### src/source/sta_pkg.sv
package sta_pkg;

  typedef logic signed [7:0]  int8_t;   // Activation / weight value
  typedef logic signed [31:0] int32_t;  // Accumulator value

  localparam int SA_N       = 4;  // Array is SA_N x SA_N PEs
  localparam int VEC_W      = 4;  // Dot-product terms per PE per cycle
  localparam int NUM_LAYERS = 8;  // Entries in the requant table

  // Per-layer requantization multiplier
  localparam logic signed [15:0] layer_scale [NUM_LAYERS] = '{
    16'sd1, 16'sd3, 16'sd7, -16'sd5, 16'sd1024, 16'sd255, -16'sd128, 16'sd32767
  };

  // Per-layer arithmetic right shift applied after the multiply
  localparam logic [4:0] layer_shift [NUM_LAYERS] = '{
    5'd0, 5'd2, 5'd4, 5'd3, 5'd12, 5'd8, 5'd6, 5'd20
  };

  // One A row or B column vector, element 0 in the low byte
  typedef struct packed {
    int8_t [VEC_W-1:0] v;
  } sta_vec_t;

  // One drained array row, data[j] is column j
  typedef struct packed {
    logic                valid;
    logic [1:0]          row;   // Local row within the block
    int32_t [SA_N-1:0]   data;
  } acc_row_t;

  // One requantized row
  typedef struct packed {
    logic               valid;
    logic [1:0]         row;
    int8_t [SA_N-1:0]   data;
  } q_row_t;

  // One pooled row of the 2x2 result
  typedef struct packed {
    logic         valid;
    logic         row;    // Pooled row, local row / 2
    int8_t [1:0]  data;   // data[c] is pooled column c
  } pool_row_t;

  typedef enum logic {OC_IDLE, OC_DRAIN} oc_state_e;

  typedef enum logic {BUF_POOL, BUF_BYPASS} buf_mode_e;

endpackage

### src/source/output_coordinator.sv
`timescale 1ns/10ps

module output_coordinator import sta_pkg::*; #(
  parameter int MAX_N  = 64,             // Largest matrix dimension
  parameter int N_BITS = $clog2(MAX_N)   // Coordinate width
) (
  input  logic              clk,
  input  logic              reset,
  input  logic              stall,
  input  logic              done,
  input  logic              sta_idle,
  input  logic [N_BITS-1:0] pos_row,
  input  logic [N_BITS-1:0] pos_col,
  input  int32_t            acc [SA_N][SA_N],
  output logic [N_BITS-1:0] block_row,  // Position latched at done
  output logic [N_BITS-1:0] block_col,
  output acc_row_t          rows,
  output logic              idle
);

  oc_state_e  state;
  logic [1:0] row_cnt;  // Array row being drained
  logic       accept;

  assign accept = done && !stall && sta_idle && (state == OC_IDLE);

  always_ff @(posedge clk) begin
    if (reset) begin
      state   <= OC_IDLE;
      row_cnt <= '0;
    end else begin
      case (state)
        OC_IDLE: if (accept) begin
          state   <= OC_DRAIN;
          row_cnt <= '0;
        end
        OC_DRAIN: if (!stall) begin  // Stall freezes the drain
          row_cnt <= row_cnt + 2'd1;
          if (row_cnt == 2'(SA_N - 1)) state <= OC_IDLE;
        end
        default: state <= OC_IDLE;
      endcase
    end
  end

  // Block position
  always_ff @(posedge clk) begin
    if (accept) begin
      block_row <= pos_row;
      block_col <= pos_col;
    end
  end

  // Row output straight off the accumulators, one row per unstalled cycle
  always_comb begin
    rows.valid = (state == OC_DRAIN) && !stall;
    rows.row   = row_cnt;
    for (int j = 0; j < SA_N; j++) rows.data[j] = acc[row_cnt][j];
  end

  assign idle = (state == OC_IDLE);

  // done is only legal when it can actually be taken
  assert property (@(posedge clk) disable iff (reset)
    done |-> state == OC_IDLE && sta_idle && !stall)
    else $error("done outside an accepting cycle");

endmodule

### config.mk
export PLATFORM = sky130hd
export DESIGN_NAME = output_coordinator
export DESIGN_NICKNAME = d
export VERILOG_FILES = /design/src/source/sta_pkg.sv /design/src/source/output_coordinator.sv
export SDC_FILE = /design/constraint.sdc
export NUM_CORES = 1
export LEC_CHECK = 0
export ABC_AREA = 0
export ABC_CLOCK_PERIOD_IN_PS = 3100
export BUFFER_PORTS_ARGS = -buffer_cell sky130_fd_sc_hd__buf_4
export CAP_MARGIN = 20
export CORE_AREA = 3 3 260 262
export CTS_CLUSTER_DIAMETER = 80
export CTS_CLUSTER_SIZE = 28
export DETAILED_ROUTE_END_ITERATION = 8
export DIE_AREA = 0 0 263 265
export GPL_TIMING_DRIVEN = 0
export SLEW_MARGIN = 20
export SYNTH_ARGS = -nofsm -noshare
export SYNTH_HDL_FRONTEND = slang
export SYNTH_SLANG_ARGS = --single-unit
### constraint.sdc
create_clock -name clk -period 3.1 [get_ports clk]
set_input_delay 0.31 -clock clk [delete_from_list [all_inputs] [get_ports clk]]
set_output_delay 0.31 -clock clk [all_outputs]
set_load 0.01 [all_outputs]
## After elaboration in Yosys (flattened, before gate mapping)

Index checks and enable logic that the tools add are counted.
Widths: inputs -> output; s select.

| operators by class | value |
|---|---|
| add/sub/neg operators | 1 |
| $lt $le $gt $ge | 1 |
| equal/unequal tests | 3 |
| mux-type cells | 10 |
| bitwise logic cells | 2 |
| reduce and logical (&&, ||, !) cells | 6 |

Operator list:

| cell | number |
|---|---|
| $bmux 128 s2 | 1 |
| $mux 128 | 2 |
| $logic_and 1x1->1 | 4 |
| $mux 2 | 2 |
| $pmux 2 s2 | 1 |
| $ge 3x3->1 const B | 1 |
| $mux 1 | 3 |
| $not 2->3 | 1 |
| $add 2x1->2 const B | 1 |
| $eq 2x2->1 const B | 1 |
| $ne 2x1->1 const B | 1 |
| $ne 2x2->1 const B | 1 |
| $pmux 1 s2 | 1 |
| $reduce_and 2->1 | 1 |
| $logic_not 1->1 | 1 |
| $not 1->1 | 1 |

| storage, ports and cells | value |
|---|---|
| register bits | 15 |
| bits of input ports | 529 |
| output and inout bits | 144 |
| logic and storage cells | 27 |

## Longest topological paths before layout

Gate-level depths: netlist of run 1.

| logic depth | value |
|---|---|
| depth in word-level cells | 6 |
| gate-level depth with buffers | 5 |
| depth with buffers taken out | 4 |

## Least setup slack after synthesis of run 1

No wires, ideal clock.

| timing path | value |
|---|---|
| kind | reg2out |
| start | reg row_cnt[0] |
| end | out rows[0] (netlist name) |
| arrival time | 1.406 ns |
| data required time | 2.790 ns |
| slack | 1.384 ns |
| cell stages (with the launch flop) | 5 |
| path buffers | 3 |
| cells stage by stage | dfxtp_1 -> clkbuf_2 -> buf_6 -> buf_6 -> mux4_2 |

RTL lines:

| what | RTL line | source |
|---|---|---|
| start: declaration | output_coordinator.sv:22 | `logic [1:0] row_cnt;` |
| start signal: assignment | output_coordinator.sv:38 | `row_cnt <= row_cnt + 2'd1;` |
| end: declaration | output_coordinator.sv:17 | `output acc_row_t rows,` |

==> results.tsv, run 1 <==
stage	metric	value	unit
run_status	outcome	finished clean	
cts	cts_tree	built	
timing	finClkSkew	1.61	ps
die	ios	673	
cts	cts_setup_buffers	0	
synthesis	avgSynthCellArea	19.3	sq um
setup_path	r2r_start	state	
routing	drtIter0Drc	234	
placement	gp_congestion	0.978	
setup_path	regToRegEndpoint	block_row[1]	
pwr	leakagePower	4.25	nW
setup_path	cp_num_buf_inv	3	
global_routing	track_usage	11.4	%
global_routing	grt_pass1_vias	6295	
setup_path	crit_family	buffers and inverters	
routing	wire_per_inst	24.7	um
timing	tns	0	ps
layout	multi_input_area	2950	sq um
setup_path	cp.required	2790	ps
layout	fill_cells	7408	
timing	final_max_slew_viol_count	0	
routing	drt_wl_total	42.7	mm
min_path	min_path_cells	1	
synthesis	synthCells	187	
min_path	whs_endpoint	block_col[0]	
cts	root_buffer	clkbuf_16	
routing	vias	5646	
min_path	worstHoldPathType	in2reg	
cts	cts_max_level	1	
setup_path	worstPathCellList	clkbuf_2, buf_2, mux4_2, buf_4	
setup_path	worst_r2r_path_depth	2	
cts	postCtsResizedCells	0	
synthesis	ys_ff_latch	15	
timing	rsz0062_at_grt	no	
setup_path	path_depth	4	
timing	finalCritPeriodShare	86.3	%
global_routing	overflow	0	
layout	fin_util	15.0	%
routing	drc	0	
setup_path	arrival	2370	ps
placement	dpl.cell_count	1723	
timing	period_minus_slack	2680	ps
global_routing	grt_max_degree	13	
global_routing	grt_pass1_wl	54.8	mm
cts	clk_latency	260	ps
timing	tightest_slew	720	ps
cts	hold_buffers	0	
layout	seq_area	420	sq um
global_routing	antenna_found_initial	8	
die	die_w	263	um
setup_path	reg2reg_slack	1630	ps
die	initial_utilization	5.49	%
timing	final.setup.worst_slack	425	ps
layout	drive_gt1_share	96.4	%
setup_path	slowest_delay	550	ps
placement	hpwl	39.5	mm
cts	clkTransAtPathRegs	60	ps
pwr	peakVddDrop	0.249	mV
setup_path	critPathMaxFanout	11	
die	num_rows	94	
layout	fin_area	9820	sq um
synthesis	synth_cell_type_count	17	
layout	stdcell_count	1730	
synthesis	syn-cell-area	3600	sq um
setup_path	cp_slowest_cell	clkbuf_2	
setup_path	worstSetupPathType	reg2out	
pwr	p_per_area	171	nW/um^2
timing	hold_violations	0	
routing	via_per_inst	3.26	
cts	clockBufferDepth	2	
timing	max_freq	374	MHz
min_path	min-delay-start	pos_col[0]	
setup_path	worst_setup_path_start_kind	flop	
cts	numCtsBuffers	3	
placement	place_area	9730	sq um
routing	first_pass_iters	4	
placement	place_ws	594	ps
die	die_area	69700	sq um
routing	antenna_left	0	
synthesis	seq_area_frac_synth	11.7	%
flow_run	cap_viol_max_count	0	
layout	syn_to_final_growth	172	%
cts	clock_sinks	15	
layout	fin_nets	1394	
die	die_h	265	um
timing	setup_viol	0	
die	core-area	65600	sq um
synthesis	ys.warnings.count	0	
timing	slew-limit-headroom	52.0	%
synthesis	mappedNetlistNets	717	
setup_path	endpoint_kind	output pin	
placement	io_buffers	672	
==> cell usage after synthesis <==
| library cell | instances | share of area (%) |
|---|---|---|
| dfxtp_1 | 3 | 1.7 |
| ha_1 | 1 | 0.35 |
| inv_1 | 4 | 0.42 |
| edfxtp_1 | 12 | 10 |
| nand2b_1 | 2 | 0.35 |
| clkbuf_1 | 1 | 0.10 |
| clkbuf_2 | 1 | 0.14 |
| a21oi_1 | 3 | 0.42 |
| buf_2 | 13 | 1.8 |
| nand2_1 | 1 | 0.10 |
| nand4bb_1 | 1 | 0.31 |
| mux4_2 | 128 | 80 |
| buf_6 | 11 | 3.4 |
| buf_4 | 2 | 0.42 |
| o21ai_0 | 1 | 0.14 |
| buf_1 | 1 | 0.10 |
| nand3_1 | 2 | 0.28 |
==> registers in the layout, indices dropped and copies added (netlist names) <==
name	flops
block_row	6
state	1
row_cnt	2
block_col	6
==> stage by stage <==
step,total power [mW],hold WS (ps)
floorplan,0.546,379
global placement,1.42,488
detailed placement,1.44,490
CTS,1.73,215
global route,1.76,219
finish,1.67,223
==> worst max-delay path by stage <==
stage	start	slack, ps	endpoint
floorplan	row_cnt[0]	1380	rows[0]
CTS	row_cnt[1]	300	rows[79]
global route	row_cnt[1]	310	rows[79]
global placement	row_cnt[1]	70	rows[79]
detailed placement	row_cnt[1]	590	rows[79]
finish	row_cnt[1]	420	rows[79]
==> cells in the final DEF, fill, tap and decap left out, drive strengths merged <==
cell	netlist	routed
clkbuf	2	5
nand2	1	1
buf	27	699
nand3	2	2
nand4bb	1	1
clkinv	0	1
mux4	128	128
o21ai	1	1
diode	0	3
ha	1	1
inv	4	4
nand2b	2	2
a21oi	3	3
edfxtp	12	12
dfxtp	3	3
==> power breakdown <==
group          total, mW  internal (mW)  switching (mW)
Sequential         0.226          0.224         0.00224
Combinational       1.17          0.746           0.426
Clock              0.277          0.174           0.103
Total               1.67           1.14           0.531
==> logic make-up after synthesis <==
kind of cell,count (synthesis),synth area share (%)
multiplexers,128,80.0
flip-flops,15,11.7
buffers and inverters,33,6.42
AND/OR/NAND/NOR,6,1.04
adder cells (fa/ha/maj),1,0.347
AO/OA/AOI/OAI,4,0.555
==> metal layers <==
metal | vias to the layer above | wire length (um) | track usage, %
met5 | - | 63 | 0
met4 | 10 | 434 | 1.39
met3 | 33 | 3660 | 2.86
met2 | 487 | 22500 | 21.7
met1 | 2821 | 16000 | 13.1
li1 | 2295 | - | -
==> cell type report <==
cell class	count	area share, %
repair buffers	672	51.4
clock inverters	1	0.0510
multi-input cells	139	30.1
flip-flops and latches	15	4.28
well taps	864	11.0
inverters	4	0.153
plain buffers	29	2.22
clock buffers	3	0.765
diodes	3	0.0765
(Power assumes the default switching activity.)
==> run 2, diff against run 1 <==
--- a/config.mk
+++ b/config.mk
@@ -9,12 +9,15 @@
 export ABC_CLOCK_PERIOD_IN_PS = 3100
 export BUFFER_PORTS_ARGS = -buffer_cell sky130_fd_sc_hd__buf_4
 export CAP_MARGIN = 20
+export CELL_PAD_IN_SITES_DETAIL_PLACEMENT = 0
+export CELL_PAD_IN_SITES_GLOBAL_PLACEMENT = 1
 export CORE_AREA = 3 3 260 262
 export CTS_CLUSTER_DIAMETER = 80
 export CTS_CLUSTER_SIZE = 28
 export DETAILED_ROUTE_END_ITERATION = 8
 export DIE_AREA = 0 0 263 265
 export GPL_TIMING_DRIVEN = 0
+export PLACE_DENSITY = 0.47
 export SLEW_MARGIN = 20
 export SYNTH_ARGS = -nofsm -noshare
 export SYNTH_HDL_FRONTEND = slang
==> run 2 against run 1 <==
  * Power is 0.90% lower
  * Hold slack better by 5.9 ps
  * Die area stayed put
  * Clock power is 3% lower
  * First-iteration DRC count is 15% lower
  * Global-route usage is 0.15 points higher
  * Critical path type unchanged
  * Critical endpoint is now rows[119]
==> results.tsv, run 2 (synthesis gave the netlist of run 1 again) <==
stage	metric	value	unit	change
timing	tns	0	ps	unchanged
die	die_h	265	um	unchanged
die	ios	673		unchanged
placement	gp_congestion	0.853		-13%
routing	drt_wl_total	42.9	mm	+0.60%
routing	first_pass_iters	4		unchanged
global_routing	antenna_found_initial	10		+2
pwr	cellInternalPower	1.15	mW	+0.15%
global_routing	track_usage	11.5	%	+0.15 points
setup_path	critPathMaxFanout	10		-1
timing	holdWs	229	ps	+5.92 ps
layout	layout_common_cells	674 x buf_4, 128 x mux4_2, 13 x buf_2		
pwr	sw_frac_of_total	31.0	%	-0.72 points
timing	slew-limit-headroom	53.4	%	+1.4 points
run_status	outcome	finished clean		
layout	syn_to_final_growth	173	%	about the same
cts	clk_latency	250	ps	about the same
cts	root_buffer	clkbuf_16		
die	core-area	65600	sq um	unchanged
timing	finalCritPeriodShare	86.2	%	-0.11 points
global_routing	grt_pass1_vias	6214		-1.3%
timing	final_max_slew_viol_count	0		unchanged
timing	rsz0062_at_grt	no		
layout	reg_top3	block_col: 6 flops, block_row: 6 flops, row_cnt: 2 flops		
placement	hpwl	39.7	mm	+0.65%
pwr	p_sw	0.514	mW	-3.2%
routing	vias	5457		-3.3%
cts	cts_tree	built		
min_path	worstHoldPathType	in2reg		
cts	postCtsResizedCells	0		unchanged
placement	io_buffers	672		unchanged
routing	wire_per_inst	24.8	um	+0.42%
placement	place_ws	429	ps	-166 ps
layout	fin_area	9830	sq um	about the same
cts	hold_buffers	0		unchanged
routing	antenna_left	0		unchanged
global_routing	grt_max_degree	13		unchanged
setup_path	arrival	2360	ps	about the same
routing	via_per_inst	3.15		-3.5%
pwr	seq_power_share	13.7	%	+0.2 points
layout	fin_nets	1394		unchanged
setup_path	reg2reg_slack	1540	ps	-90 ps
placement	place_area	9730	sq um	unchanged
setup_path	worstSetupPathType	reg2out		
timing	tightest_slew	700	ps	-20.8 ps
setup_path	endpoint_kind	output pin		
global_routing	grt_pass1_wl	55.3	mm	+0.92%
pwr	leakagePower	4.25	nW	about the same
global_routing	overflow	0		unchanged
layout	drive_gt1_share	96.3	%	-0.12 points
die	initial_utilization	5.49	%	unchanged
pwr	combPwrFrac	70.1	%	about the same
routing	drtIter0Drc	200		-15%
pwr	clkPwrFrac	16.2	%	-0.3 points
timing	finClkSkew	1.81	ps	+0.203 ps
timing	period_minus_slack	2670	ps	-3.44 ps
layout	final_common_cell	buf_4		
cts	cts_setup_buffers	0		unchanged
pwr	p_per_area	169	nW/um^2	-0.96%
cts	clock_sinks	15		unchanged
pwr	peakVddDrop	0.212	mV	-15%
routing	drc	0		unchanged
cts	cts_max_level	1		unchanged
timing	max_freq	374	MHz	+0.13%
setup_path	cp.required	2790	ps	about the same
flow_run	cap_viol_max_count	0		unchanged
die	die_area	69700	sq um	unchanged
timing	final.setup.worst_slack	428	ps	+3.44 ps
cts	numCtsBuffers	3		unchanged
timing	setup_viol	0		unchanged
setup_path	worst_setup_path_start_kind	flop		
die	num_rows	94		unchanged
cts	clockBufferDepth	2		unchanged
die	die_w	263	um	unchanged
cts	clkTransAtPathRegs	50	ps	about the same
timing	hold_violations	0		unchanged
==> run 2: cell count changes in the layout (fill, tap and decap cells not counted), sizes merged <==
cell    before  now
clkinv       1    0
diode        3    6
clkbuf       5    6
==> run 2: through the flow <==
step                power, mW  instances  utilization [%]
floorplan               0.546        187                -
global placement         1.42       1723             14.8
detailed placement       1.43       1723             14.8
CTS                      1.70       1727             14.9
global route             1.75       1729             15.0
finish                   1.66       1733             15.0
==> run 2: final timing paths <==
check | from | end | depth (start not counted)
worst min-delay path | pos_row[3] | block_row[3] | 1
worst min register to register | state | state | 2
worst max register to register | row_cnt[1] | row_cnt[1] | 4
worst max-delay path | row_cnt[1] | rows[119] | 4
==> run 2: layout make-up <==
class,instances,area (sq um)
timing repair buffer,672,5040
buffer,29,218
tap,864,1080
antenna,6,15.0
fill,7430,55800
inverter,4,15.0
multi-input combinational,139,2950
clock buffer,4,78.8
sequential,15,420
==> run 2: critical path, stage by stage (launching register included) <==
cell and delay [ps]:
dfxtp_1 550, clkbuf_2 470, buf_2 430, mux4_2 440, buf_4 200
==> run 2: power by group through the flow <==
stage / Sequential, mW / Clock, mW / Combinational, mW
3_5_place_dp: 0.232 / 0 / 1.20
5_1_grt: 0.228 / 0.283 / 1.24
6_report: 0.228 / 0.269 / 1.16
3_3_place_gp: 0.232 / 0 / 1.19
2_1_floorplan: 0.233 / 0 / 0.313
4_1_cts: 0.228 / 0.274 / 1.20
==> run 2: metal layers <==
| layer | vias up | GRT usage [%] | part of all wire [%] |
|---|---|---|---|
| met5 | - | 0 | 0.084 |
| met4 | 6 | 2.10 | 1.5 |
| met3 | 25 | 3.40 | 9.0 |
| met2 | 423 | 21.0 | 51 |
| met1 | 2706 | 13.5 | 38 |
| li1 | 2297 | - | - |
