--- config.mk ---
export PLATFORM = sky130hd
export DESIGN_NAME = maxpool_unit
export DESIGN_NICKNAME = d
export VERILOG_FILES = /design/src/source/sta_pkg.sv /design/src/source/maxpool_unit.sv
export SDC_FILE = /design/constraint.sdc
export NUM_CORES = 1
export LEC_CHECK = 0
export ABC_CLOCK_PERIOD_IN_PS = 3000
export BUFFER_PORTS_ARGS = -buffer_cell sky130_fd_sc_hd__buf_2
export CELL_PAD_IN_SITES_DETAIL_PLACEMENT = 1
export CELL_PAD_IN_SITES_GLOBAL_PLACEMENT = 1
export CORE_MARGIN = 2
export CORE_UTILIZATION = 38
export DETAILED_ROUTE_END_ITERATION = 10
export GPL_TIMING_DRIVEN = 0
export PLACE_DENSITY = 0.8
export SLEW_MARGIN = 10
export SYNTH_ARGS = -nofsm -noshare
export SYNTH_HDL_FRONTEND = slang
export SYNTH_SLANG_ARGS = --single-unit
export TNS_END_PERCENT = 30
--- constraint.sdc ---
create_clock -name clk -period 3 [get_ports clk]
set_input_delay 0.15 -clock clk [delete_from_list [all_inputs] [get_ports clk]]
set_output_delay 0.15 -clock clk [all_outputs]
set_load 0.02 [all_outputs]
--- src/source/sta_pkg.sv ---
package sta_pkg;

  typedef logic signed [7:0]  int8_t;   // Activation / weight value
  typedef logic signed [31:0] int32_t;  // Accumulator value

  localparam int SA_N       = 4;  // Array is SA_N x SA_N PEs
  localparam int VEC_W      = 4;  // Dot-product terms per PE per cycle
  localparam int NUM_LAYERS = 8;  // Entries in the requant table

  // Per-layer requantization multiplier
  localparam logic signed [15:0] layer_scale [NUM_LAYERS] = '{
    16'sd1, 16'sd3, 16'sd7, -16'sd5, 16'sd1024, 16'sd255, -16'sd128, 16'sd32767
  };

  // Per-layer arithmetic right shift applied after the multiply
  localparam logic [4:0] layer_shift [NUM_LAYERS] = '{
    5'd0, 5'd2, 5'd4, 5'd3, 5'd12, 5'd8, 5'd6, 5'd20
  };

  // One A row or B column vector, element 0 in the low byte
  typedef struct packed {
    int8_t [VEC_W-1:0] v;
  } sta_vec_t;

  // One drained array row, data[j] is column j
  typedef struct packed {
    logic                valid;
    logic [1:0]          row;   // Local row within the block
    int32_t [SA_N-1:0]   data;
  } acc_row_t;

  // One requantized row
  typedef struct packed {
    logic               valid;
    logic [1:0]         row;
    int8_t [SA_N-1:0]   data;
  } q_row_t;

  // One pooled row of the 2x2 result
  typedef struct packed {
    logic         valid;
    logic         row;    // Pooled row, local row / 2
    int8_t [1:0]  data;   // data[c] is pooled column c
  } pool_row_t;

  typedef enum logic {OC_IDLE, OC_DRAIN} oc_state_e;

  typedef enum logic {BUF_POOL, BUF_BYPASS} buf_mode_e;

endpackage

--- src/source/maxpool_unit.sv ---
`timescale 1ns/10ps

module maxpool_unit import sta_pkg::*; (
  input  logic      clk,
  input  logic      reset,
  input  q_row_t    in_row,
  output pool_row_t out_row,
  output logic      idle
);

  logic        held;       // Even row waiting for its partner
  int8_t [1:0] held_max;   // Pair maxima of the even row
  int8_t [1:0] pair_max;   // Pair maxima of the incoming row
  logic        p_valid;
  logic        p_row;
  int8_t [1:0] p_data;
  logic        even_in;
  logic        odd_in;

  function automatic int8_t max8(input int8_t a, input int8_t b);
    return (a > b) ? a : b;
  endfunction

  assign pair_max[0] = max8(in_row.data[0], in_row.data[1]);  // Columns 0,1
  assign pair_max[1] = max8(in_row.data[2], in_row.data[3]);  // Columns 2,3

  assign even_in = in_row.valid && !in_row.row[0];
  assign odd_in  = in_row.valid &&  in_row.row[0];

  always_ff @(posedge clk) begin
    if (reset) begin
      held    <= 1'b0;
      p_valid <= 1'b0;
    end else begin
      p_valid <= odd_in;
      if (even_in) held <= 1'b1;
      else if (odd_in) held <= 1'b0;
    end
  end

  always_ff @(posedge clk) begin
    if (even_in) held_max <= pair_max;
    if (odd_in) begin
      p_row     <= in_row.row[1];  // Rows 0,1 -> 0 and 2,3 -> 1
      p_data[0] <= max8(held_max[0], pair_max[0]);
      p_data[1] <= max8(held_max[1], pair_max[1]);
    end
  end

  assign out_row = '{valid: p_valid, row: p_row, data: p_data};
  assign idle    = !held && !p_valid;

  // Rows come in pairs, an odd row never shows up on its own
  assert property (@(posedge clk) disable iff (reset)
    odd_in |-> held)
    else $error("odd row without a held even row");

endmodule

Word level (Yosys, flattened, before mapping):

Index checks and enable logic that the tools add are counted.

* output and inout bits: 19
* register bits: 35

* $lt $le $gt $ge: 4
* multiplexer cells: 6
* reduce and logical (&&, ||, !) cells: 7

Operators with widths (number)
* $gt A8 B8 Y1: 4
* $mux W8: 4
* $logic_and A1 B1 Y1: 3
* $logic_not A1 Y1: 3
* $mux W1: 2
* $reduce_bool A2 Y1: 1

Depth between registers and ports, before layout:

Gate-level depths: netlist (run 1).

* word-level depth: 4
* depth in mapped cells: 15

Worst setup path after synthesis (run 1):

OpenSTA, ideal clock, no wires.

* path type: input port to flip-flop
* from: input port in_row[31] (netlist bit)
* to: register p_data (netlist bit out_row[10]) (data pin)
* data arrival time: 2.943 ns
* setup time: 0.260 ns
* path buffers: 1
* required time: 2.740 ns
* stages on the path: 15
* path slack: -0.203 ns
* cells stage by stage: inv_1 > ha_1 > nand4_1 > or2_1 > o211ai_1 > o31a_1 > buf_6 > mux2_4 > ha_1 > inv_1 > a21oi_1 > o211ai_1 > a311oi_1 > a21oi_1 > mux2_2

RTL lines
* from (decl): RTL line maxpool_unit.sv:6 `input q_row_t in_row,`
* to (decl): RTL line maxpool_unit.sv:16 `int8_t [1:0] p_data;`

==> results of run 1 <==
-- through the flow --
stage | setup TNS [ns] | util, % | instance area (um2) | total power, mW
after floorplan | -0.00731 | - | 2430 | 0.995
after global routing | -2.72 | 54.4 | 3240 | 1.72
final | -1.15 | 54.4 | 3240 | 1.62
after CTS | -1.49 | 52.0 | 3100 | 1.55
after global placement | -5.53 | 47.0 | 2800 | 1.11
after detailed placement | -7.22 | 47.2 | 2810 | 1.14
-- synthesized netlist by cell type (all sizes together) --
cell type,instances
inv,47
edfxtp,33
ha,32
mux2,18
mux2i,14
a21oi,10
nand2,8
o21ai,5
nand4,4
nor2b,4
buf,3
o211ai,3
a211oi,2
dfxtp,2
nand3,2
nor2,2
or3,2
a2bb2oi,1
a311oi,1
and2,1
nand3b,1
nor3,1
nor4b,1
o22ai,1
o31a,1
o31ai,1
o32a,1
o32ai,1
or2,1
-- path summary, 6_finish.rpt --
path / from / to / slack (ns) / cells after the start
setup / recovery: in_row[26] / out_row[12] / -0.16 / 17
hold / removal: reset / p_valid / 0.03 / 2
setup reg to reg: held_max[11] / out_row[11] / 0.76 / 7
hold reg to reg: held / held / 0.50 / 2
-- layout make-up --
cell class | instances | area share, %
Multi-Input combinational cell | 118 | 42.2
Inverter | 47 | 5.75
Tap cell | 75 | 2.90
Sequential cell | 35 | 31.8
Timing Repair Buffer | 67 | 14.1
Clock buffer | 8 | 2.47
Buffer | 3 | 0.811
-- state kept, by name, indices dropped and copies added (netlist names) --
register  flops
p_valid       1
held_max     16
out_row      16
held          1
p_row         1
-- per-layer routing --
| layer | vias up | wire length, um | track usage, % |
|---|---|---|---|
| li1 | 867 | - | - |
| met1 | 874 | 2450 | 21.2 |
| met2 | 44 | 3040 | 32.0 |
| met3 | 6 | 226 | 3.38 |
| met4 | 0 | 69 | 4.47 |
| met5 | - | 0 | 0 |
-- critical path, stage by stage --
cell	delay, ns
sky130_fd_sc_hd__buf_2	0.09
sky130_fd_sc_hd__inv_1	0.04
sky130_fd_sc_hd__ha_1	0.33
sky130_fd_sc_hd__nand4_1	0.11
sky130_fd_sc_hd__or2_1	0.26
sky130_fd_sc_hd__o211ai_1	0.12
sky130_fd_sc_hd__o31a_1	0.19
sky130_fd_sc_hd__buf_6	0.15
sky130_fd_sc_hd__mux2_4	0.33
sky130_fd_sc_hd__inv_4	0.06
sky130_fd_sc_hd__ha_4	0.20
sky130_fd_sc_hd__a21oi_4	0.15
sky130_fd_sc_hd__o211ai_1	0.18
sky130_fd_sc_hd__a311oi_4	0.29
sky130_fd_sc_hd__a21oi_4	0.11
sky130_fd_sc_hd__buf_12	0.15
sky130_fd_sc_hd__mux2_4	0.29
-- power groups by stage --
stage	logic, mW	registers, mW	clock network [mW]
after floorplan	0.341	0.654	0
after global placement	0.483	0.628	0
after detailed placement	0.506	0.630	0
after CTS	0.586	0.621	0.343
after global routing	0.728	0.628	0.361
final	0.666	0.623	0.334
-- logic make-up after synthesis --
kind of cell | after synthesis
buffers and inverters | 50
AO/OA/AOI/OAI | 27
multiplexers | 32
flip-flops | 35
AND/OR/NAND/NOR | 27
adder cells (fa/ha/maj) | 32
-- what timing repair did --
action | CTS | global route
buffers inserted | 8 | 3
setup endpoints to repair | 16 | 16
pin swaps | 13 | 11
gates resized for setup | 24 | 27
==> summary.log, run 1 <==
qor: place.placement.io_buffers 55
qor: sta.timing.slew.headroom 37.6%
qor: clock_tree.tritoncts_clock_tree yes
qor: place.worst_slack_after_detailed_placement -0.566 ns
qor: drt.ant_nets 0
qor: finish.synth_to_layout_area_growth 37.2%
qor: sta.rsz_0062_raised_after_global_routing true
qor: drt.drtIter0Drc 46
qor: logic_synthesis.synth_adder_area_share 16.9%
qor: place.gpl.final_weighted_congestion 0.728
qor: drt.drt_drc_violations_left 0
qor: outcome.violations setup timing
qor: logic_synthesis.synthesis_stage_register_bit_count 35
qor: floorplan.fp-row-count 28
qor: sta.worst-slew-pin-transition 0.937 ns
qor: clock_tree.htree_depth 2
qor: setup_path.critPathMaxFanout 7
qor: clock_tree.clock_network_latency_to_the_later_pin_of_the_worst_skew_pair 0.29 ns
qor: power.seqPwrFrac 38.4%
qor: logic_synthesis.yosys.area.top_type_share 41.9%
qor: finish.drive_gt1_share 48.6%
qor: place.placed_cells_incl_taps 334
qor: floorplan.pin_count 56
qor: finish.seqCellArea 0.00103 mm2
qor: global_routing.grt_usage 17.6%
qor: sta.holdWs 0.0343 ns
qor: power.p_comb_share 41.1%
qor: power.internal_power 1.11 mW
qor: floorplan.die_width 82.8 um
qor: floorplan.start_util 39.7%
qor: logic_synthesis.syn_inst 203
qor: finish.fin_nets 346
qor: logic_synthesis.synth_xor_xnor_area_share 0%
qor: sta.fin_crit 3.16 ns
qor: sta.skew 0.00479 ns
qor: drt.wl_per_cell 16.4 um
qor: logic_synthesis.synthTopCellsByArea sky130_fd_sc_hd__edfxtp_1 (42%), sky130_fd_sc_hd__ha_1 (17%), sky130_fd_sc_hd__inv_1 (7.5%)
qor: logic_synthesis.synth_simple_gate_area_share 6.30%
qor: global_routing.grt_pass1_vias 1982
qor: global_routing.global_route_wire_length_before_repair 9650 um
qor: finish.layout_commonest_cell sky130_fd_sc_hd__buf_2
qor: finish.antenna-diode-count 0
qor: logic_synthesis.synth_top_family_by_area adder cells
qor: drt.detailroute.via_count 1791
qor: logic_synthesis.syn_area_per_cell 11.6 um2
qor: sta.min_period_over_period 105%
qor: drt.via_per_inst 5.07
qor: logic_synthesis.synth_area 0.00236 mm2
qor: outcome.status complete, but fails checks
qor: logic_synthesis.yosysSeqAreaShare 43.6%
qor: finish.multi_input_area 0.00137 mm2
qor: power.vdd.ir_drop.worst 0.222 mV
qor: finish.fillCellCount 644
qor: sta.finalMaxSlewViolations 0
qor: place.dp.final_hpwl 4010 um
qor: clock_tree.clock_path_buffers 2
qor: drt.finalWirelength 5790 um
qor: power.power_switching 513 uW
qor: logic_synthesis.synth_compound_area_share 8.42%
qor: power.total_leakage_power 1.46 nW
qor: setup_path.crit_path_end_kind flip-flop
qor: min_path.hold_path.class in2reg
qor: clock_tree.clk_transition_reported_paths 0.06 ns
qor: clock_tree.cts_buffers 5
qor: flow_run.drv.max_cap_violation_count 0
qor: clock_tree.cts_hold_repair.buffers 0
qor: sta.worst_slack -0.162 ns
qor: sta.fmax 316 MHz
qor: drt.dr.pass1.iters 4
qor: setup_path.timing.critical_path.required 3.04 ns
qor: logic_synthesis.share_of_synthesized_area_spent_on_multiplexers 16.1%
qor: sta.setup_viol_count_final 9
qor: logic_synthesis.ys.warnings.count 0
qor: global_routing.grt_max_degree 20
qor: floorplan.die_h 82.8 um
qor: setup_path.critPathLaunchType input pin
qor: setup_path.worstSetupPathType in2reg
qor: floorplan.design.core.area 0.00596 mm2
qor: floorplan.die_area 0.00686 mm2
qor: setup_path.cp.arrival 3.20 ns
qor: logic_synthesis.yosysTopAreaCell sky130_fd_sc_hd__edfxtp_1
qor: global_routing.overflow 0
qor: power.clkPwrFrac 20.6%
qor: power.swShare 31.6%
qor: finish.layout.cells.most_common_list sky130_fd_sc_hd__buf_2 (47), sky130_fd_sc_hd__inv_1 (38), sky130_fd_sc_hd__edfxtp_1 (33)
qor: logic_synthesis.synthDistinctLibCells 33
qor: clock_tree.clock_net_sink_count 35
qor: finish.number_of_non_filler_instances_in_the_completed_layout 353
qor: clock_tree.clock_root_buffer sky130_fd_sc_hd__clkbuf_8
qor: logic_synthesis.syn_nets 272
qor: sta.hold_viol_final 0
qor: global_routing.number_of_antenna_violations_at_the_first_check_in_global_routing 0
qor: power.power.density 501 mW/mm2
Note: power is estimated with default switching activity, not from simulation.
==> inputs of run 2 (changes only) <==
- BUFFER_PORTS_ARGS: -buffer_cell sky130_fd_sc_hd__buf_2 -> -buffer_cell sky130_fd_sc_hd__buf_4
==> summary.log, run 2 (synthesis gave the netlist of run 1 again) <==
qor: outcome.status complete, but fails checks
qor: outcome.violations setup timing
qor: setup_path.worstSetupPathType in2reg
qor: global_routing.global_route.usage.met2 35.3%
qor: clock_tree.clk_transition_reported_paths 0.07 ns
qor: global_routing.met1_use_gr 19.3%
qor: clock_tree.clock_network_latency_to_the_later_pin_of_the_worst_skew_pair 0.29 ns
qor: drt.dr.pass1.iters 5
qor: place.dp.final_hpwl 4270 um
qor: global_routing.grt_usage 17.7%
qor: finish.layout.cells.most_common_list sky130_fd_sc_hd__buf_4 (64), sky130_fd_sc_hd__inv_1 (37), sky130_fd_sc_hd__edfxtp_1 (33)
qor: global_routing.grt_max_degree 20
qor: drt.ant_nets 0
qor: place.placement.io_buffers 55
qor: global_routing.grt.met3_usage 2.78%
qor: setup_path.timing.critical_path.mode_cell sky130_fd_sc_hd__buf_6
qor: setup_path.timing.critical_path.required 3.04 ns
qor: finish.synth_to_layout_area_growth 48.4%
qor: clock_tree.htree_depth 2
qor: clock_tree.clock_path_buffers 2
qor: global_routing.grt_pass1_vias 1963
qor: floorplan.die_h 82.8 um
qor: sta.timing.slew.headroom 37.5%
qor: drt.finalWirelength 6660 um
qor: clock_tree.clock_root_buffer sky130_fd_sc_hd__clkbuf_8
qor: finish.seqCellArea 0.00103 mm2
qor: min_path.hold_path.class in2reg
qor: setup_path.worstPathCellList buf_8 > inv_4 > ha_4 > nand4_1 > a211oi_2 > o211ai_1 > o31a_1 > buf_6 > buf_6 > mux2_4 > ha_4 > nand4_1 > o32ai_2 > a21oi_4 > buf_6 > mux2_4
qor: finish.multi_input_area 0.00142 mm2
qor: clock_tree.cts_buffers 5
qor: drt.drt_drc_violations_left 0
qor: clock_tree.clock_net_sink_count 35
qor: sta.final.setup.tns -0.893 ns
qor: floorplan.pin_count 56
qor: setup_path.r2r_setup_slack 0.87 ns
qor: place.dpl-instance-area 0.00295 mm2
qor: drt.detailroute.via_count 1832
qor: global_routing.global_route_wire_length_before_repair 9580 um
qor: drt.wl_per_cell 18.4 um
qor: setup_path.master_of_the_slowest_instance_on_the_critical_path sky130_fd_sc_hd__o32ai_2
qor: setup_path.critPathMaxFanout 6
qor: drt.via_per_inst 5.06
qor: floorplan.die_area 0.00686 mm2
qor: power.fin_total_pwr 1.76 mW
qor: clock_tree.tritoncts_clock_tree yes
qor: sta.rsz_0062_raised_after_global_routing true
qor: floorplan.design.core.area 0.00596 mm2
qor: sta.fmax 320 MHz
qor: finish.drive_gt1_share 51.6%
qor: floorplan.fp-row-count 28
qor: sta.finalMaxSlewViolations 0
qor: floorplan.start_util 39.7%
qor: sta.fin_crit 3.12 ns
qor: finish.layout_commonest_cell sky130_fd_sc_hd__buf_4
qor: finish.fillCellCount 618
qor: sta.setup_viol_count_final 9
qor: place.placed_cells_incl_taps 334
qor: drt.drtIter0Drc 54
qor: finish.number_of_non_filler_instances_in_the_completed_layout 362
qor: setup_path.critPathLaunchType input pin
qor: sta.holdWs 0.0313 ns
qor: power.power.density 503 mW/mm2
qor: power.total_leakage_power 1.58 nW
qor: global_routing.overflow 0
qor: place.gpl.final_weighted_congestion 0.724
qor: sta.hold_viol_final 0
qor: setup_path.crit_path_max_incr_delay 0.42 ns
qor: sta.worst-slew-pin-transition 0.937 ns
qor: finish.finalInstanceArea 0.00351 mm2
qor: sta.skew 0.00613 ns
qor: finish.antenna-diode-count 0
qor: finish.fin_nets 355
qor: sta.worst_slack -0.123 ns
qor: floorplan.die_width 82.8 um
qor: flow_run.drv.max_cap_violation_count 0
qor: global_routing.grt_busiest_layer met2
qor: global_routing.number_of_antenna_violations_at_the_first_check_in_global_routing 0
qor: power.vdd.ir_drop.worst 0.223 mV
qor: sta.min_period_over_period 104%
qor: setup_path.cp.arrival 3.16 ns
qor: setup_path.crit_path_end_kind flip-flop
==> run 2: cell count changes in the layout (fill, tap and decap cells not counted), moves of 3 or more <==
| cell | before | now |
|---|---|---|
| sky130_fd_sc_hd__ha_4 | 9 | 13 |
| sky130_fd_sc_hd__ha_1 | 22 | 19 |
| sky130_fd_sc_hd__buf_2 | 47 | 0 |
| sky130_fd_sc_hd__mux2_2 | 6 | 1 |
| sky130_fd_sc_hd__buf_4 | 10 | 64 |
| sky130_fd_sc_hd__buf_8 | 2 | 5 |
| sky130_fd_sc_hd__mux2_4 | 12 | 17 |
==> run 2: timing repair <==
| action | CTS | global route |
|---|---|---|
| setup endpoints to repair | 16 | 16 |
| pin swaps | 18 | 19 |
| resized for setup | 36 | 27 |
| hold buffers | 0 | 0 |
| setup buffers | 12 | 8 |
| gates cloned | 0 | 0 |
==> run 2: power breakdown <==
part           switching, mW  internal, mW
clock                  0.173         0.210
sequential            0.0237         0.603
combinational          0.347         0.407
==> run 2: area by class of cell <==
class                      instances  area share, %
sequential                        35           29.4
timing repair buffer              76           18.3
multi-input combinational        118           40.6
inverter                          47           5.39
clock buffer                       8           2.86
tap                               75           2.68
buffer                             3          0.749
==> run 2: stage by stage <==
step	util, %	setup slack (ns)
after floorplan	-	-0.00731
after global placement	49.3	-0.504
after detailed placement	49.6	-0.611
after CTS	55.5	-0.0921
after global routing	58.9	-0.239
final	58.9	-0.123
==> run 2: path summary, 6_finish.rpt <==
path                    start          end  depth (start not counted)
setup / recovery   in_row[29]  out_row[10]                         16
hold reg to reg          held         held                          2
setup reg to reg  held_max[9]  out_row[10]                          7
hold / removal          reset      p_valid                          2
==> run 2: critical path: cells and delay by family <==
kind | cells | cell delay [ns]
simple gates | 2 | 0.30
fa+ha+maj | 2 | 0.53
buf+inv | 5 | 0.52
compound gates | 5 | 1.04
mux | 2 | 0.63
==> run 2: per-layer routing <==
metal	wire length (um)	vias to the layer above	part of all wire, %
met1	2610	894	39
met2	3760	49	56
met4	85	0	1.3
met3	209	7	3.1
met5	0	-	0
li1	-	882	-
==> inputs of run 3 (changes only) <==
- ABC_CLOCK_PERIOD_IN_PS: 3000 -> 3430
- CORE_UTILIZATION: 38 -> 42
- PLACE_DENSITY: 0.8 -> 0.84
- RECOVER_POWER: unset -> 25
- clock period: 3 -> 3.43 ns (I/O delays scaled with it)
==> summary.log, run 3 (synthesis gave the netlist of run 1 again) <==
qor: place.placement.io_buffers 55
qor: global_routing.grt_usage 17.0%
qor: finish.drive_gt1_share 28.4%
qor: floorplan.pin_count 56
qor: global_routing.grt_max_degree 20
qor: setup_path.critPathMaxFanout 8
qor: sta.fin_crit 3.21 ns
qor: global_routing.overflow 0
qor: finish.fillCellCount 594
qor: floorplan.fp-row-count 27
qor: min_path.hold_path.class in2reg
qor: finish.layout_commonest_cell sky130_fd_sc_hd__inv_1
qor: sta.min_period_over_period 93.7%
qor: setup_path.cp.buffers_inverters 4
qor: outcome.status completed
qor: min_path.worstHoldStart reset
qor: floorplan.start_util 43.2%
qor: drt.dr.pass1.iters 4
qor: drt.ant_nets 0
qor: clock_tree.clock_root_buffer sky130_fd_sc_hd__clkbuf_8
qor: drt.via_per_inst 5.03
qor: drt.drt_drc_violations_left 0
qor: finish.finalInstanceArea 0.00296 mm2
qor: sta.worst-slew-pin-transition 1.44 ns
qor: clock_tree.cts_buffers 5
qor: setup_path.worst_r2r_path_depth 6
qor: finish.layout.cells.most_common_list sky130_fd_sc_hd__inv_1 (47), sky130_fd_sc_hd__buf_4 (38), sky130_fd_sc_hd__edfxtp_1 (33)
qor: place.dp.final_hpwl 4120 um
qor: setup_path.start_of_the_worst_register_to_register_path held_max[9]
qor: setup_path.cpLargestDelayFamily compound AO/OA/AOI/OAI gates
qor: clock_tree.clock_network_latency_to_the_later_pin_of_the_worst_skew_pair 0.29 ns
qor: setup_path.cp.arrival 3.25 ns
qor: sta.finalMaxSlewViolations 0
qor: power.total_leakage_power 1.37 nW
qor: finish.antenna-diode-count 0
qor: clock_tree.clock_path_buffers 2
qor: place.placed_cells_incl_taps 330
qor: setup_path.reg2reg_to out_row[10]
qor: setup_path.timing.critical_path.required 3.46 ns
qor: clock_tree.tritoncts_clock_tree yes
qor: sta.setup_viol_count_final 0
qor: setup_path.crit_path_max_incr_delay 0.36 ns
qor: clock_tree.clk_transition_reported_paths 0.06 ns
qor: power.vdd.ir_drop.worst 0.160 mV
qor: setup_path.crit_path_end_kind flip-flop
qor: finish.fin_nets 336
qor: finish.synth_to_layout_area_growth 25.4%
qor: global_routing.number_of_antenna_violations_at_the_first_check_in_global_routing 0
qor: sta.rsz_0062_raised_after_global_routing false
qor: sta.hold_viol_final 0
qor: global_routing.global_route_wire_length_before_repair 8280 um
qor: drt.detailroute.via_count 1710
qor: min_path.worst_hold_path.endpoint p_valid
qor: setup_path.worstPathCellList buf_4 > inv_1 > ha_1 > nand4_1 > or2_1 > o211ai_1 > o31a_1 > buf_6 > mux2_4 > inv_1 > ha_1 > a21oi_2 > nand2_1 > a311oi_2 > a21oi_4 > mux2_2
qor: sta.final.setup.tns 0 ns
qor: floorplan.die_width 79.0 um
qor: drt.wl_per_cell 14.7 um
qor: min_path.worstHoldPathCells 2
qor: drt.drtIter0Drc 60
qor: flow_run.drv.max_cap_violation_count 0
qor: setup_path.master_of_the_slowest_instance_on_the_critical_path sky130_fd_sc_hd__a311oi_2
qor: setup_path.r2r_setup_slack 1.26 ns
qor: setup_path.worstSetupPathType in2reg
qor: floorplan.die_area 0.00624 mm2
qor: floorplan.die_h 79.0 um
qor: sta.fmax 311 MHz
qor: power.power.density 442 mW/mm2
qor: clock_tree.clock_net_sink_count 35
qor: place.gpl.final_weighted_congestion 0.860
qor: drt.finalWirelength 4980 um
qor: clock_tree.htree_depth 2
qor: setup_path.critPathLaunchType input pin
qor: global_routing.grt_pass1_vias 1786
qor: place.dpl-instance-area 0.00287 mm2
qor: floorplan.design.core.area 0.00547 mm2
qor: sta.timing.slew.headroom 3.73%
qor: finish.number_of_non_filler_instances_in_the_completed_layout 340
qor: sta.skew 0.00432 ns
==> run 3: cell count changes in the layout (fill, tap and decap cells not counted), sizes merged <==
cell,before,now
buf,79,41
clkbuf,8,27
==> run 3: repair_timing <==
| action | 4_1_cts | 5_1_grt |
|---|---|---|
| gates resized for setup | 1 | 4 |
| endpoints found under the setup margin | 9 | 16 |
| pin swaps | 0 | 2 |
| buffers inserted | 0 | 2 |
| hold buffers | 0 | 0 |
==> run 3: how the worst max path moves through the flow <==
| stage | startpoint | to | slack (ns) | cells past startpoint |
|---|---|---|---|---|
| 3_3_place_gp | in_row[23] | out_row[10] | -0.28 | 15 |
| 5_1_grt | in_row[1] | out_row[0] | 0.04 | 15 |
| 2_1_floorplan | in_row[31] | out_row[10] | 0.21 | 15 |
| 4_1_cts | in_row[1] | out_row[0] | -0.006 | 14 |
| 6_report | in_row[31] | out_row[10] | 0.22 | 16 |
| 3_5_place_dp | in_row[31] | out_row[10] | -0.38 | 16 |
==> run 3: routing by layer <==
metal | up-vias | wire length [um] | GRT usage (%)
li1 | 848 | - | -
met3 | 7 | 180 | 3.18
met2 | 36 | 2520 | 29.5
met4 | 0 | 59 | 4.66
met1 | 819 | 2230 | 21.8
met5 | - | 0 | 0
==> run 3: cell type report <==
type                       instances  area, um2  area share (%)
buffer                             3       26.3           0.887
tap                               72       90.1            3.04
clock buffer                       8        100            3.38
sequential                        35       1030            34.8
multi-input combinational        118       1150            38.9
timing repair buffer              57        385            13.0
inverter                          47        176            5.96
==> run 3: per-stage QoR <==
stage | util (%) | setup slack [ns] | hold slack [ns] | power [mW]
finish | 54.1 | 0.217 | 0.0489 | 1.31
global placement | 52.4 | -0.284 | 0.342 | 0.963
global route | 54.1 | 0.0405 | 0.0446 | 1.39
CTS | 54.3 | -0.00556 | 0.0459 | 1.31
floorplan | - | 0.206 | 0.243 | 0.845
detailed placement | 52.4 | -0.378 | 0.349 | 0.987
==> run 3: where the power goes <==
part           switching [mW]  total (mW)  internal (mW)
Sequential             0.0149       0.543          0.528
Clock                   0.136       0.319          0.183
Combinational           0.232       0.449          0.217
Total                   0.383        1.31          0.927
